===== src/source/bridge_defs.svh =====
`ifndef BRIDGE_DEFS_SVH
`define BRIDGE_DEFS_SVH

// AXI ids of the two read ports and the write port
`define INST_AXI_ID      4'd0
`define DATA_AXI_ID      4'd1
`define WRITE_AXI_ID     4'd1

// words per cache line
`define LINE_WORDS       4

// fixed AXI fields
`define AXI_SIZE_WORD    3'd2
`define AXI_BURST_INCR   2'd1
`define AXI_LOCK_NORMAL  2'b00
`define AXI_CACHE_NONE   4'b0000
`define AXI_PROT_NONE    3'b000

`endif

===== src/source/axi_side_pkg.sv =====
`default_nettype none

package axi_side_pkg;

  // byte address on the AXI bus
  typedef logic [31:0] axi_addr_t;

  // transaction id
  typedef logic [3:0] axi_id_t;

  // burst length minus one
  typedef logic [7:0] axi_len_t;

  // payload of an AR or AW channel
  typedef struct packed {
    axi_id_t   id;
    axi_addr_t addr;
    axi_len_t  len;
  } axi_addr_req_t;

endpackage

`default_nettype wire


===== src/source/cache_side_pkg.sv =====
`default_nettype none

package cache_side_pkg;

  typedef logic [31:0]  word_t;
  typedef logic [3:0]   strb_t;
  // word 0 sits in the low bits
  typedef logic [127:0] line_t;

  // same codes as the cache type field
  typedef enum logic [2:0] {
    req_word = 3'b010,
    req_line = 3'b100
  } req_kind_t;

  typedef struct packed {
    req_kind_t               kind;
    axi_side_pkg::axi_addr_t addr;
  } cache_rd_req_t;

  typedef struct packed {
    req_kind_t               kind;
    axi_side_pkg::axi_addr_t addr;
    strb_t                   strb;
    line_t                   line;
  } cache_wr_req_t;

  typedef struct packed {
    logic  valid;
    logic  last;
    word_t word;
  } cache_ret_t;

  typedef enum logic [1:0] {
    wr_idle,
    wr_addr,
    wr_data,
    wr_resp
  } write_state_t;

endpackage

`default_nettype wire


===== src/source/axi_bridge_top.sv =====
`default_nettype none

`include "bridge_defs.svh"

module axi_bridge_top (
  input  logic                          aclk,
  input  logic                          rst_n,
  input  logic                          inst_rd_req,
  input  cache_side_pkg::cache_rd_req_t inst_rd,
  output logic                          inst_rd_rdy,
  output cache_side_pkg::cache_ret_t    inst_ret,
  input  logic                          data_rd_req,
  input  cache_side_pkg::cache_rd_req_t data_rd,
  output logic                          data_rd_rdy,
  output cache_side_pkg::cache_ret_t    data_ret,
  input  logic                          data_wr_req,
  input  cache_side_pkg::cache_wr_req_t data_wr,
  output logic                          data_wr_rdy,
  output axi_side_pkg::axi_id_t         arid,
  output axi_side_pkg::axi_addr_t       araddr,
  output axi_side_pkg::axi_len_t        arlen,
  output logic [2:0]                    arsize,
  output logic [1:0]                    arburst,
  output logic [1:0]                    arlock,
  output logic [3:0]                    arcache,
  output logic [2:0]                    arprot,
  output logic                          arvalid,
  input  logic                          arready,
  input  axi_side_pkg::axi_id_t         rid,
  input  cache_side_pkg::word_t         rdata,
  input  logic [1:0]                    rresp,
  input  logic                          rlast,
  input  logic                          rvalid,
  output logic                          rready,
  output axi_side_pkg::axi_id_t         awid,
  output axi_side_pkg::axi_addr_t       awaddr,
  output axi_side_pkg::axi_len_t        awlen,
  output logic [2:0]                    awsize,
  output logic [1:0]                    awburst,
  output logic [1:0]                    awlock,
  output logic [3:0]                    awcache,
  output logic [2:0]                    awprot,
  output logic                          awvalid,
  input  logic                          awready,
  output axi_side_pkg::axi_id_t         wid,
  output cache_side_pkg::word_t         wdata,
  output cache_side_pkg::strb_t         wstrb,
  output logic                          wlast,
  output logic                          wvalid,
  input  logic                          wready,
  input  axi_side_pkg::axi_id_t         bid,
  input  logic [1:0]                    bresp,
  input  logic                          bvalid,
  output logic                          bready
);
  import axi_side_pkg::*;
  import cache_side_pkg::*;

  axi_addr_req_t ar_req;
  axi_addr_req_t aw_req;
  logic          wr_load;
  logic          wr_beat;
  logic          wr_last_beat;
  logic          wr_is_line;

  read_channel read_channel_inst (
    .aclk     (aclk),
    .rst_n    (rst_n),
    .inst_req (inst_rd_req),
    .inst_rd  (inst_rd),
    .inst_rdy (inst_rd_rdy),
    .data_req (data_rd_req),
    .data_rd  (data_rd),
    .data_rdy (data_rd_rdy),
    .ar       (ar_req),
    .arvalid  (arvalid),
    .arready  (arready),
    .rid      (rid),
    .rdata    (rdata),
    .rlast    (rlast),
    .rvalid   (rvalid),
    .rready   (rready),
    .inst_ret (inst_ret),
    .data_ret (data_ret)
  );

  write_sequencer write_sequencer_inst (
    .aclk      (aclk),
    .rst_n     (rst_n),
    .wr_req    (data_wr_req),
    .wr_rdy    (data_wr_rdy),
    .wr        (data_wr),
    .aw        (aw_req),
    .awvalid   (awvalid),
    .awready   (awready),
    .wvalid    (wvalid),
    .wready    (wready),
    .wlast     (wlast),
    .bvalid    (bvalid),
    .bready    (bready),
    .load      (wr_load),
    .beat      (wr_beat),
    .last_beat (wr_last_beat)
  );

  // kind is sampled by the counter on load
  assign wr_is_line = (data_wr.kind == req_line);

  beat_counter beat_counter_inst (
    .aclk      (aclk),
    .rst_n     (rst_n),
    .load      (wr_load),
    .is_line   (wr_is_line),
    .beat      (wr_beat),
    .last_beat (wr_last_beat)
  );

  write_line_shifter write_line_shifter_inst (
    .aclk  (aclk),
    .rst_n (rst_n),
    .load  (wr_load),
    .wr    (data_wr),
    .beat  (wr_beat),
    .wdata (wdata),
    .wstrb (wstrb)
  );

  assign arid    = ar_req.id;
  assign araddr  = ar_req.addr;
  assign arlen   = ar_req.len;
  assign arsize  = `AXI_SIZE_WORD;
  assign arburst = `AXI_BURST_INCR;
  assign arlock  = `AXI_LOCK_NORMAL;
  assign arcache = `AXI_CACHE_NONE;
  assign arprot  = `AXI_PROT_NONE;

  assign awid    = aw_req.id;
  assign awaddr  = aw_req.addr;
  assign awlen   = aw_req.len;
  assign awsize  = `AXI_SIZE_WORD;
  assign awburst = `AXI_BURST_INCR;
  assign awlock  = `AXI_LOCK_NORMAL;
  assign awcache = `AXI_CACHE_NONE;
  assign awprot  = `AXI_PROT_NONE;

  // single write id, so W carries the AW id
  assign wid = `WRITE_AXI_ID;

endmodule

`default_nettype wire


===== src/source/write_line_shifter.sv =====
`default_nettype none

module write_line_shifter (
  input  logic                          aclk,
  input  logic                          rst_n,
  input  logic                          load,
  input  cache_side_pkg::cache_wr_req_t wr,
  input  logic                          beat,
  output cache_side_pkg::word_t         wdata,
  output cache_side_pkg::strb_t         wstrb
);
  import cache_side_pkg::*;

  line_t line_q;
  strb_t strb_q;

  always_ff @(posedge aclk) begin
    if (!rst_n) begin
      strb_q <= '0;
    end else if (load) begin
      // full line writes every byte
      strb_q <= (wr.kind == req_line) ? '1 : wr.strb;
    end
  end

  always_ff @(posedge aclk) begin
    if (load) begin
      line_q <= wr.line;
    end else if (beat) begin
      line_q <= line_q >> $bits(word_t);
    end
  end

  assign wdata = line_q[$bits(word_t)-1:0];
  assign wstrb = strb_q;

endmodule

`default_nettype wire


===== src/source/beat_counter.sv =====
`default_nettype none

`include "bridge_defs.svh"

module beat_counter (
  input  logic aclk,
  input  logic rst_n,
  input  logic load,
  input  logic is_line,
  input  logic beat,
  output logic last_beat
);

  // beats still to send
  logic [2:0] remain;

  always_ff @(posedge aclk) begin
    if (!rst_n) begin
      remain <= '0;
    end else if (load) begin
      remain <= is_line ? 3'(`LINE_WORDS) : 3'd1;
    end else if (beat && (remain != '0)) begin
      remain <= remain - 3'd1;
    end
  end

  assign last_beat = (remain == 3'd1);

endmodule

`default_nettype wire


===== src/source/write_sequencer.sv =====
`default_nettype none

`include "bridge_defs.svh"

module write_sequencer (
  input  logic                          aclk,
  input  logic                          rst_n,
  input  logic                          wr_req,
  output logic                          wr_rdy,
  input  cache_side_pkg::cache_wr_req_t wr,
  output axi_side_pkg::axi_addr_req_t   aw,
  output logic                          awvalid,
  input  logic                          awready,
  output logic                          wvalid,
  input  logic                          wready,
  output logic                          wlast,
  input  logic                          bvalid,
  output logic                          bready,
  output logic                          load,
  output logic                          beat,
  input  logic                          last_beat
);
  import axi_side_pkg::*;
  import cache_side_pkg::*;

  write_state_t  state;
  write_state_t  state_nxt;
  axi_addr_req_t aw_q;

  assign wr_rdy  = (state == wr_idle);
  assign load    = wr_req && wr_rdy;
  assign awvalid = (state == wr_addr);
  assign wvalid  = (state == wr_data);
  assign bready  = (state == wr_resp);
  assign beat    = wvalid && wready;
  assign wlast   = wvalid && last_beat;
  assign aw      = aw_q;

  always_comb begin
    state_nxt = state;
    case (state)
      wr_idle: begin
        if (load) begin
          state_nxt = wr_addr;
        end
      end
      wr_addr: begin
        if (awready) begin
          state_nxt = wr_data;
        end
      end
      wr_data: begin
        // leave after the beat flagged last
        if (beat && last_beat) begin
          state_nxt = wr_resp;
        end
      end
      wr_resp: begin
        if (bvalid) begin
          state_nxt = wr_idle;
        end
      end
      default: state_nxt = wr_idle;
    endcase
  end

  always_ff @(posedge aclk) begin
    if (!rst_n) begin
      state <= wr_idle;
    end else begin
      state <= state_nxt;
    end
  end

  always_ff @(posedge aclk) begin
    if (load) begin
      aw_q.id   <= `WRITE_AXI_ID;
      aw_q.addr <= wr.addr;
      aw_q.len  <= (wr.kind == req_line) ? axi_len_t'(`LINE_WORDS - 1) : '0;
    end
  end

endmodule

`default_nettype wire


===== src/source/read_channel.sv =====
`default_nettype none

`include "bridge_defs.svh"

module read_channel (
  input  logic                          aclk,
  input  logic                          rst_n,
  input  logic                          inst_req,
  input  cache_side_pkg::cache_rd_req_t inst_rd,
  output logic                          inst_rdy,
  input  logic                          data_req,
  input  cache_side_pkg::cache_rd_req_t data_rd,
  output logic                          data_rdy,
  output axi_side_pkg::axi_addr_req_t   ar,
  output logic                          arvalid,
  input  logic                          arready,
  input  axi_side_pkg::axi_id_t         rid,
  input  cache_side_pkg::word_t         rdata,
  input  logic                          rlast,
  input  logic                          rvalid,
  output logic                          rready,
  output cache_side_pkg::cache_ret_t    inst_ret,
  output cache_side_pkg::cache_ret_t    data_ret
);
  import axi_side_pkg::*;
  import cache_side_pkg::*;

  logic          busy;
  logic          owner_data;
  logic          accept;
  logic          take;
  cache_rd_req_t sel_rd;
  axi_addr_req_t ar_q;

  assign accept = !busy && (inst_req || data_req);
  // data port wins a tie
  assign sel_rd = data_req ? data_rd : inst_rd;

  always_ff @(posedge aclk) begin
    if (!rst_n) begin
      busy       <= 1'b0;
      owner_data <= 1'b0;
      arvalid    <= 1'b0;
    end else if (accept) begin
      busy       <= 1'b1;
      owner_data <= data_req;
      arvalid    <= 1'b1;
    end else begin
      if (arvalid && arready) begin
        arvalid <= 1'b0;
      end
      if (take && rlast) begin
        busy <= 1'b0;
      end
    end
  end

  always_ff @(posedge aclk) begin
    if (accept) begin
      ar_q.id   <= data_req ? `DATA_AXI_ID : `INST_AXI_ID;
      ar_q.addr <= sel_rd.addr;
      ar_q.len  <= (sel_rd.kind == req_line) ? axi_len_t'(`LINE_WORDS - 1) : '0;
    end
  end

  assign ar       = ar_q;
  assign inst_rdy = !busy;
  assign data_rdy = !busy;

  // R beats only once the address has gone out
  assign rready = busy && !arvalid;
  assign take   = rvalid && rready && (rid == ar_q.id);

  assign inst_ret = cache_ret_t'{valid: take && !owner_data, last: rlast, word: rdata};
  assign data_ret = cache_ret_t'{valid: take && owner_data, last: rlast, word: rdata};

endmodule

`default_nettype wire


===== config.mk =====
export PLATFORM = sky130hd
export DESIGN_NAME = axi_bridge_top
export DESIGN_NICKNAME = d
export VERILOG_FILES = /design/src/source/axi_side_pkg.sv /design/src/source/cache_side_pkg.sv /design/src/source/axi_bridge_top.sv /design/src/source/write_line_shifter.sv /design/src/source/beat_counter.sv /design/src/source/write_sequencer.sv /design/src/source/read_channel.sv
export VERILOG_INCLUDE_DIRS = /design/src /design/src/source
export SDC_FILE = /design/constraint.sdc
export NUM_CORES = 1
export LEC_CHECK = 0
export BUFFER_PORTS_ARGS = -buffer_cell sky130_fd_sc_hd__buf_4
export CAP_MARGIN = 15
export CELL_PAD_IN_SITES_DETAIL_PLACEMENT = 1
export CELL_PAD_IN_SITES_GLOBAL_PLACEMENT = 2
export CORE_AREA = 2 2 205 207
export DETAILED_ROUTE_END_ITERATION = 16
export DIE_AREA = 0 0 207 209
export PLACE_DENSITY = 0.74
export RECOVER_POWER = 50
export SLEW_MARGIN = 40
export SYNTH_ARGS = -nofsm -noshare
export SYNTH_HDL_FRONTEND = slang
export SYNTH_SLANG_ARGS = --single-unit
export TNS_END_PERCENT = 30

===== constraint.sdc =====
create_clock -name aclk -period 7.45 [get_ports aclk]
set_input_delay 0.745 -clock aclk [delete_from_list [all_inputs] [get_ports aclk]]
set_output_delay 0.745 -clock aclk [all_outputs]
set_load 0.05 [all_outputs]

==> results of run 1 <==
sequential cells by signal (all words and copies together), names as in the netlist:
name	count
write_line_shifter_inst.line_q	128
read_channel_inst.ar	34
write_sequencer_inst.aw	33
write_line_shifter_inst.wstrb	4
beat_counter_inst.remain	3
write_sequencer_inst.state	2
read_channel_inst.arvalid	1
read_channel_inst.busy	1
read_channel_inst.owner_data	1
logic make-up after synthesis:
| kind of cell | share of synthesized area |
|---|---|
| AOI/OAI and AO/OA | 0.01447 |
| xor gates and xnor gates | 0.001842 |
| adders and majority gates | 0.009206 |
| buffers and inverters | 0.1430 |
| DFF | 0.6408 |
| muxes | 0.04012 |
| other | 0.0007895 |
| and+or+nand+nor | 0.1498 |
per-layer routing:
layer / vias up / part of all wire
met5: - / 0.0011
met4: 4 / 0.042
met3: 54 / 0.093
met2: 267 / 0.50
met1: 2889 / 0.36
li1: 3057 / -
cell type report:
class	instances	area, um^2	area share
repair buffers	373	2451	0.1975
multi-input cells	458	2265	0.1825
well taps	539	674.4	0.05435
clock buffers	29	683.2	0.05506
inverters	10	42.54	0.003428
flip-flops and latches	207	6096	0.4913
clock inverters	17	186.4	0.01502
diodes	4	10.01	0.0008067
power groups by stage:
stage	logic, W	registers (W)	clock network [W]
final	0.00166	0.00201	0.00130
after global routing	0.00183	0.00205	0.00138
after CTS	0.00181	0.00202	0.00134
after detailed placement	0.00181	0.00204	0
after global placement	0.00178	0.00204	0
after floorplan	0.00126	0.00224	0
worst min path at each step:
stage                                             from                            to  slack, ps  depth (start not counted)
final                                     data_wr[163]   write_sequencer_inst.aw[39]        400                          1
after global routing                      data_wr[146]   write_sequencer_inst.aw[22]        380                          1
after CTS                                 data_wr[163]   write_sequencer_inst.aw[39]        350                          1
after detailed placement  read_channel_inst.owner_data  read_channel_inst.owner_data        500                          2
after global placement    read_channel_inst.owner_data  read_channel_inst.owner_data        480                          2
after floorplan           read_channel_inst.owner_data  read_channel_inst.owner_data        460                          2
per-stage QoR:
step	util	worst slack, ps	power, W	instance area (um^2)
4_1_cts	0.3092	4113	0.005171	12760
5_1_grt	0.3005	2933	0.005255	12410
6_report	0.3005	3204	0.004968	12410
2_1_floorplan	-	2702	0.003502	9697
3_3_place_gp	0.2874	3378	0.003811	11870
3_5_place_dp	0.2881	4150	0.003847	11900
worst max-delay path, stage by stage:
cell	delay, ps
clkbuf_1	1460
nor2_1	120
nor2_1	1140
clkbuf_1	900
cell usage in the layout, fill, tap and decap left out, drive strengths merged:
cell / netlist / routed
nor2b: 6 / 6
bufinv: 0 / 4
nor2: 5 / 5
o21ai: 2 / 2
o21a: 1 / 1
nand3: 1 / 1
conb: 2 / 51
buf: 178 / 248
edfxtp: 195 / 195
ha: 7 / 7
o221a: 4 / 4
inv: 10 / 10
diode: 0 / 4
clkinv: 0 / 9
a2111o: 1 / 1
and2: 1 / 1
mux2i: 1 / 1
o41ai: 2 / 2
clkinvlp: 0 / 4
dfxtp: 12 / 12
o2bb2ai: 1 / 1
or3b: 1 / 1
nand2: 296 / 296
and3b: 1 / 1
nor4b: 1 / 1
a21boi: 1 / 1
a211oi: 1 / 1
and3: 34 / 34
xnor2: 2 / 2
nand3b: 1 / 1
mux2: 33 / 33
clkbuf: 7 / 154
o31ai: 1 / 1
a21oi: 3 / 3
==> impl_metrics.json, run 1 <==
{
  "dieHeight_um": 209,
  "hold_violations": 0,
  "path_class": "in2reg",
  "grt_first_pass_wirelength_um": 39570,
  "setup_violations": 0,
  "drc": 0,
  "drtIter0Drc": 218,
  "dpl.cell_count": 1587,
  "fin_crit_ps": 4246,
  "p_leak_nw": 5.367,
  "cts_htree_levels": 1,
  "initial_core_util": 0.2304,
  "rsz0062_at_grt": "false",
  "ys_seq_area_frac": 0.6408,
  "firstDrtPassIters": 4,
  "critPathArrivalTime_ps": 4390,
  "cts_buffers": 26,
  "grtUsageMet3": 0.04719,
  "synth_edf_count": 195,
  "dp_hpwl_um": 20110,
  "wl_per_cell_um": 16.56,
  "synth_flop_cell": "edfxtp_1",
  "holdCritPathClass": "in2reg",
  "cp_max_fo": 38,
  "maxSlewHeadroom": -0.3809,
  "num_vias": 6271,
  "violations": "capacitance limit, slew limit",
  "fill_cells": 4743,
  "overflow": 0,
  "netlist_top_cells_area": "edfxtp_1, buf_4, nand2_1",
  "ctsResizeCount": 0,
  "met1_usage": 0.1219,
  "grt_max_degree": 86,
  "finClkSkew_ps": 24.11,
  "core_um2": 41290,
  "root_buffer": "clkbuf_16",
  "power_switching_w": 0.001922,
  "synthArstFlopShare": 0,
  "port-buffer-count": 369,
  "r2r_start": "write_sequencer_inst.state[0]",
  "nets": 1375,
  "syn_avg_cell_area_um2": 11.73,
  "crit_end": "read_channel_inst.ar[29]",
  "cts_sinks": 207,
  "io_pins": 525,
  "switching_share": 0.3870,
  "fin_hold_ws_ps": 403.4,
  "post-cts-setup-buffer-count": 0,
  "fmax_mhz": 235.5,
  "stdcell_count": 1637,
  "gr-max-usage-layer": "met2",
  "end_kind": "flip-flop",
  "grt_usage": 0.1194,
  "synth_commonest_cells": "nand2_1, edfxtp_1, buf_4",
  "wirelength_um": 27110,
  "clock_power_share": 0.261,
  "start_kind": "primary input",
  "cts_tree": "done",
  "pwr-share-comb": 0.334,
  "timing.rr.end": "write_line_shifter_inst.line_q[8]",
  "status": "complete, but fails checks",
  "gp_congestion": 0.8189,
  "detail-route-antenna-nets": 0,
  "use_met2": 0.2102,
  "die_x_um": 207,
  "required_ps": 7590,
  "antenna_found_initial": 6,
  "core.rowCount": 75,
  "power.density_nw_per_um2": 400.4,
  "finalCritPeriodShare": 0.5699,
  "maxCapViolations": 1,
  "grt_pass1_vias": 6760,
  "die-area_um2": 43260,
  "clock_latency_ps": 540,
  "drv_slew": 39,
  "syn_area_um2": 9513,
  "tightest_slew_ps": 2071,
  "via_per_inst": 3.831,
  "synth_seq_cells": 207,
  "p_int_w": 0.003045,
  "path_clk_slew_ps": 60,
  "yosysTopAreaCell": "edfxtp_1",
  "ff2ff_path_depth": 5,
  "holdBufCountCts": 0,
  "syn_inst": 811,
  "synth.distinct_cells": 34,
  "power_frac_seq": 0.404,
  "crit_start": "data_rd_req",
  "synth_top_area_share": 0.6155,
  "syn2layout_area_growth_pct": 30.44,
  "yosysMostFrequentCell": "nand2_1",
  "r2r_setup_slack_ps": 3710,
  "fin_tns_setup_ps": 0,
  "drive_gt1_frac": 0.3199,
  "clk_path_buf_depth": 3,
  "vdd_drop_max_v": 0.0002035,
  "yosysWarnings": 0
}
Note: power is estimated with default switching activity, not from simulation.
==> run 2, diff against run 1 <==
--- a/config.mk
+++ b/config.mk
@@ -6,13 +6,14 @@
 export SDC_FILE = /design/constraint.sdc
 export NUM_CORES = 1
 export LEC_CHECK = 0
+export ABC_AREA = 1
 export BUFFER_PORTS_ARGS = -buffer_cell sky130_fd_sc_hd__buf_4
 export CAP_MARGIN = 15
 export CELL_PAD_IN_SITES_DETAIL_PLACEMENT = 1
 export CELL_PAD_IN_SITES_GLOBAL_PLACEMENT = 2
-export CORE_AREA = 2 2 205 207
+export CORE_AREA = 2 2 207 209
 export DETAILED_ROUTE_END_ITERATION = 16
-export DIE_AREA = 0 0 207 209
+export DIE_AREA = 0 0 209 211
 export PLACE_DENSITY = 0.74
 export RECOVER_POWER = 50
 export SLEW_MARGIN = 40
==> constraint.sdc (replaced) <==
create_clock -name aclk -period 4.2 [get_ports aclk]
set_input_delay 0.42 -clock aclk [delete_from_list [all_inputs] [get_ports aclk]]
set_output_delay 0.42 -clock aclk [all_outputs]
set_load 0.05 [all_outputs]
==> run 2 against run 1 <==
Net effect:
- the run still ends with capacitance limit, slew limit left
- via count rose by 3.6%
- combinational power rose by 73%
- worst hold slack got worse by 340 ps
- sequential cell count did not move
- critical path depth did not move
- register-to-register slack got worse by 2000 ps
- die area rose by 1.9%
- routed wire length rose by 3.9%
- power rose by 77%
- first-iteration DRC count rose by 35%
- clock power rose by 87%
- largest cell class unchanged
==> impl_metrics.json, run 2 <==
{
  "status": "complete, but fails checks",
  "violations": "capacitance limit, slew limit",
  "fmax_mhz": 337.4,
  "synth_fa_ha_area_frac": 0.009174,
  "synth.distinct_cells": 23,
  "die_x_um": 209,
  "p_total_w": 0.008797,
  "tightest_slew_ps": 1917,
  "cts_tree": "done",
  "syn_area_um2": 9547,
  "gp_congestion": 0.7422,
  "grt_pass1_vias": 6949,
  "timing.rr.end": "write_line_shifter_inst.line_q[19]",
  "hold_violations": 0,
  "top_register": "write_line_shifter_inst.line_q",
  "num_vias": 6496,
  "crit_end": "read_channel_inst.ar[16]",
  "r2r_setup_slack_ps": 1690,
  "core.rowCount": 75,
  "layout_commonest_cell": "nand2_1",
  "setup_violations": 0,
  "ys_seq_area_frac": 0.6385,
  "clk_path_buf_depth": 3,
  "overflow": 0,
  "final_cell_mix": "nand2_1, buf_4, edfxtp_1",
  "cts_htree_levels": 1,
  "syn_avg_cell_area_um2": 11.05,
  "largest_reg_flops": 128,
  "cts_buffers": 27,
  "vdd_drop_max_v": 0.0003061,
  "path_class": "in2reg",
  "start_kind": "primary input",
  "holdCritPathClass": "in2reg",
  "wl_per_cell_um": 16.43,
  "syn2layout_area_growth_pct": 32.42,
  "ctsResizeCount": 0,
  "maxSlewHeadroom": -0.2781,
  "ff2ff_path_depth": 5,
  "synth-xor-area-share": 0,
  "syn_inst": 864,
  "r2r_start": "write_sequencer_inst.state[1]",
  "finalCritPeriodShare": 0.7057,
  "synth_top_family_by_area": "buffers and inverters",
  "pre_cts_slack_ps": 1670,
  "netlist_top_cells_area": "edfxtp_1, buf_4, nand2_1",
  "post-cts-setup-buffer-count": 0,
  "drtIter0Drc": 294,
  "die-area_um2": 44100,
  "drive_gt1_frac": 0.2869,
  "path_clk_slew_ps": 60,
  "drc": 0,
  "cp_max_fo": 37,
  "clock_latency_ps": 550,
  "grt_usage": 0.1241,
  "yosysTopAreaCell": "edfxtp_1",
  "synth_flop_cell": "edfxtp_1",
  "synth_seq_cells": 207,
  "worst_slack_ps": 1236,
  "yosysMostFrequentCell": "nand2_1",
  "rsz0062_at_grt": "false",
  "core_um2": 41760,
  "dieHeight_um": 211,
  "synth_compound_area_frac": 0.01442,
  "grt_first_pass_wirelength_um": 41350,
  "synth_top_area_share": 0.6134,
  "fin_crit_ps": 2964,
  "wirelength_um": 28180,
  "port-buffer-count": 369,
  "critPathArrivalTime_ps": 3130,
  "drv_slew": 38,
  "via_per_inst": 3.788,
  "fin_tns_setup_ps": 0,
  "io_pins": 525,
  "crit_start": "data_rd_req",
  "finClkSkew_ps": 16.22,
  "synthSimpleGateAreaFrac": 0.1427,
  "cts_sinks": 207,
  "grt_max_degree": 81,
  "synth_edf_count": 195,
  "maxCapViolations": 1,
  "initial_core_util": 0.2286,
  "root_buffer": "clkbuf_16",
  "firstDrtPassIters": 4,
  "nets": 1449,
  "muxShareOfSynthArea": 0.03775,
  "synth_commonest_cells": "nand2_1, edfxtp_1, buf_4",
  "antenna_found_initial": 8,
  "detail-route-antenna-nets": 0,
  "power.density_nw_per_um2": 695.9,
  "synthArstFlopShare": 0,
  "end_kind": "flip-flop",
  "required_ps": 4370,
  "dp_hpwl_um": 20790,
  "yosysWarnings": 0,
  "p_leak_nw": 5.518
}
## run 2: cell count changes after synthesis, sizes merged, moves of 2 or more
cell,previous run,this run
nor2,5,46
inv,10,51
o21ai,2,13
clkbuf,7,4
nor2b,6,0
and3,34,0
o221a,4,0
nand2,296,306
xnor2,2,0
nand3,1,4
a21oi,3,10
## run 2: where the power goes
part | internal (W) | switching, W
combinational | 0.000641 | 0.00223
clock | 0.00149 | 0.000935
sequential | 0.00328 | 0.000221
## run 2: logic make-up after synthesis
logic type | Yosys count
simple gates | 359
buf+inv | 232
flops | 207
mux | 32
compound gates | 25
fa+ha+maj | 7
other cells | 2
## run 2: cell type report
type,instances,area [um^2]
Clock inverter,20,245.2
Antenna cell,5,12.51
Sequential cell,207,6096
Tap cell,539,674.4
Timing Repair Buffer,389,2577
Clock buffer,30,686.9
Multi-Input combinational cell,474,2153
Fill cell,4812,29120
Inverter,51,196.4
## run 2: worst min-delay path by stage
stage | from | to | slack, ps | depth (start not counted)
after global routing | data_wr[157] | write_sequencer_inst.aw[33] | 20 | 1
after floorplan | read_channel_inst.busy | read_channel_inst.busy | 440 | 2
final | data_wr[156] | write_sequencer_inst.aw[32] | 60 | 1
after CTS | data_wr[145] | write_sequencer_inst.aw[21] | 0.2 | 1
after detailed placement | read_channel_inst.busy | read_channel_inst.busy | 480 | 2
after global placement | read_channel_inst.busy | read_channel_inst.busy | 450 | 2
## run 2: through the flow
| stage | area (um^2) | hold slack (ps) | std cells | util |
|---|---|---|---|---|
| floorplan | 9733 | 438.9 | 913 | - |
| detailed placement | 11960 | 475.4 | 1644 | 0.2864 |
| CTS | 13030 | 0.1985 | 1708 | 0.3121 |
| global placement | 11930 | 450.6 | 1643 | 0.2857 |
| global route | 12630 | 23.87 | 1712 | 0.3026 |
| finish | 12640 | 60.59 | 1715 | 0.3027 |
## run 2: timing repair
action	4_1_cts	5_1_grt
endpoints found under the setup margin	0	0
endpoints found under the hold margin	14	2
hold buffers	14	2
## run 2: metal layers
layer  vias up  global-route usage  wire length [um]
met5         -                   0                56
met4         8             0.04163               528
met3        51             0.05070              2961
met2       274              0.2284             14830
met1      2984              0.1273              9800
li1       3179                   -                 -
## run 2: worst max-delay path, stage by stage
cell	delay, ps
clkbuf_1	1340
o21ai_0	530
inv_1	140
clkbuf_2	670
==> run 3, diff against run 2 <==
--- a/config.mk
+++ b/config.mk
@@ -6,15 +6,15 @@
 export SDC_FILE = /design/constraint.sdc
 export NUM_CORES = 1
 export LEC_CHECK = 0
-export ABC_AREA = 1
+export ABC_AREA = 0
 export BUFFER_PORTS_ARGS = -buffer_cell sky130_fd_sc_hd__buf_4
 export CAP_MARGIN = 15
 export CELL_PAD_IN_SITES_DETAIL_PLACEMENT = 1
 export CELL_PAD_IN_SITES_GLOBAL_PLACEMENT = 2
-export CORE_AREA = 2 2 207 209
+export CORE_AREA = 2 2 203 205
 export DETAILED_ROUTE_END_ITERATION = 16
-export DIE_AREA = 0 0 209 211
-export PLACE_DENSITY = 0.74
+export DIE_AREA = 0 0 205 207
+export PLACE_DENSITY = 0.79
 export RECOVER_POWER = 50
 export SLEW_MARGIN = 40
 export SYNTH_ARGS = -nofsm -noshare
==> constraint.sdc (replaced) <==
create_clock -name aclk -period 2.7 [get_ports aclk]
set_input_delay 0.27 -clock aclk [delete_from_list [all_inputs] [get_ports aclk]]
set_output_delay 0.27 -clock aclk [all_outputs]
set_load 0.05 [all_outputs]
==> run 3 against run 2 <==
Net effect:
- the flow now finishes without violations
- combinational power increased by 77%
- sequential share of layout area decreased by 5.1 points
- clock skew decreased by 4.3 ps
- clock power increased by 59%
- power increased by 65%
- utilization increased by 4.8 points
- die area decreased by 3.8%
- non-clock buffer count increased by 150
- global-route usage increased by 2.7 points
- critical path depth unchanged
- critical endpoint is now data_wr_rdy
==> impl_metrics.json, run 3 (synthesized netlist as in run 1, its figures left out) <==
{
  "syn2layout_area_growth_pct": 48.77,
  "pre_cts_slack_ps": 672.5,
  "drive_gt1_frac": 0.2789,
  "detail-route-antenna-nets": 0,
  "drc": 0,
  "cts_sinks": 207,
  "core.rowCount": 74,
  "critPathArrivalTime_ps": 1820,
  "power.density_nw_per_um2": 1025,
  "grt_first_pass_wirelength_um": 48270,
  "overflow": 0,
  "top_register": "write_line_shifter_inst.line_q",
  "root_buffer": "clkbuf_16",
  "holdCritPathClass": "in2reg",
  "maxSlewHeadroom": 0.3908,
  "met1_length_um": 11760,
  "post-cts-setup-buffer-count": 0,
  "die_x_um": 205,
  "rsz0062_at_grt": "false",
  "grt_pass1_vias": 8062,
  "cp_num_buf_inv": 3,
  "fin_hold_ws_ps": 31.54,
  "worst_slack_ps": 608.5,
  "fill_cells": 4515,
  "largest_reg_flops": 128,
  "core_um2": 40370,
  "ctsResizeCount": 0,
  "tightest_slew_ps": 913.8,
  "grt_usage": 0.1516,
  "setup_violations": 0,
  "nets": 1541,
  "dp_hpwl_um": 21570,
  "drtIter0Drc": 287,
  "wl_met2_um": 17860,
  "maxCapViolations": 0,
  "io_pins": 525,
  "fmax_mhz": 478.1,
  "p_leak_nw": 6.097,
  "start_kind": "flip-flop",
  "status": "finished clean",
  "pwr-share-comb": 0.349,
  "cp_max_fo": 35,
  "die-area_um2": 42440,
  "cts_tree": "done",
  "antenna_found_initial": 6,
  "final_cell_mix": "nand2_1, buf_4, edfxtp_1",
  "placed_cell_area_um2": 11960,
  "dieHeight_um": 207,
  "holdBufCountCts": 161,
  "path_clk_slew_ps": 60,
  "firstDrtPassIters": 4,
  "met3_wirelength_um": 2323,
  "postLayoutCellArea_um2": 14150,
  "switching_share": 0.3936,
  "port-buffer-count": 369,
  "wl_per_cell_um": 18.34,
  "required_ps": 2430,
  "fin_crit_ps": 2091,
  "finalCritPeriodShare": 0.7746,
  "path_cells": "inv_1 -> ha_1 -> buf_4 -> buf_4",
  "p_int_w": 0.008796,
  "path_class": "reg2out",
  "grt_max_degree": 97,
  "cts_htree_levels": 1,
  "power_switching_w": 0.005709,
  "drv_slew": 0,
  "top_layer": "met5",
  "gp_congestion": 0.7972,
  "cpMostUsedCell": "buf_4",
  "max_stage_delay_ps": 350,
  "initial_core_util": 0.2356,
  "via_per_inst": 3.937,
  "fin_util": 0.3506,
  "num_vias": 7087,
  "wirelength_um": 33010,
  "crit_family": "buffers and inverters",
  "clock_latency_ps": 550,
  "fin_tns_setup_ps": 0,
  "power_frac_seq": 0.385,
  "clk_path_buf_depth": 3,
  "layout_commonest_cell": "nand2_1",
  "worst_path_max_delay_cell": "dfxtp_1",
  "vdd_drop_max_v": 0.0004301,
  "end_kind": "output pin",
  "cts_buffers": 26,
  "hold_violations": 0,
  "clock_power_share": 0.266,
  "finClkSkew_ps": 11.96
}
[run 3: path summary, 6_finish.rpt]
kind / from / end / slack (ps) / cells after the start
setup / recovery: write_sequencer_inst.state[1] / data_wr_rdy / 610 / 4
hold / removal: data_rd[29] / read_channel_inst.ar[37] / 30 / 2
setup reg to reg: write_sequencer_inst.state[1] / write_sequencer_inst.aw[28] / 710 / 5
hold reg to reg: beat_counter_inst.remain[1] / beat_counter_inst.remain[1] / 510 / 2
[run 3: layout make-up]
class                           instances  area, um^2  area share
Clock buffer                           33       783.3     0.05534
Inverter                               10       40.04    0.002829
Antenna cell                            6       15.01    0.001061
Tap cell                              532       665.6     0.04703
Multi-Input combinational cell        458        2267      0.1602
Timing Repair Buffer                  539        4110      0.2904
Clock inverter                         15       175.2     0.01238
Sequential cell                       207        6096      0.4307
[run 3: power by group through the flow]
stage          Clock, W  Sequential [W]  Combinational, W
6_report        0.00386         0.00558           0.00507
5_1_grt         0.00408         0.00569           0.00548
3_5_place_dp          0         0.00563           0.00522
3_3_place_gp          0         0.00561           0.00513
4_1_cts         0.00394         0.00557           0.00543
2_1_floorplan         0         0.00607           0.00350
[run 3: layer usage]
layer	GRT usage	vias up
li1	-	3395
met1	0.1525	3354
met2	0.2867	278
met3	0.04295	58
met4	0.06574	2
met5	0	-
[run 3: stage by stage]
stage	power, W	std cells
after floorplan	0.009574	860
after global placement	0.01074	1585
after detailed placement	0.01084	1585
after CTS	0.01494	1794
after global routing	0.01525	1799
final	0.01451	1800
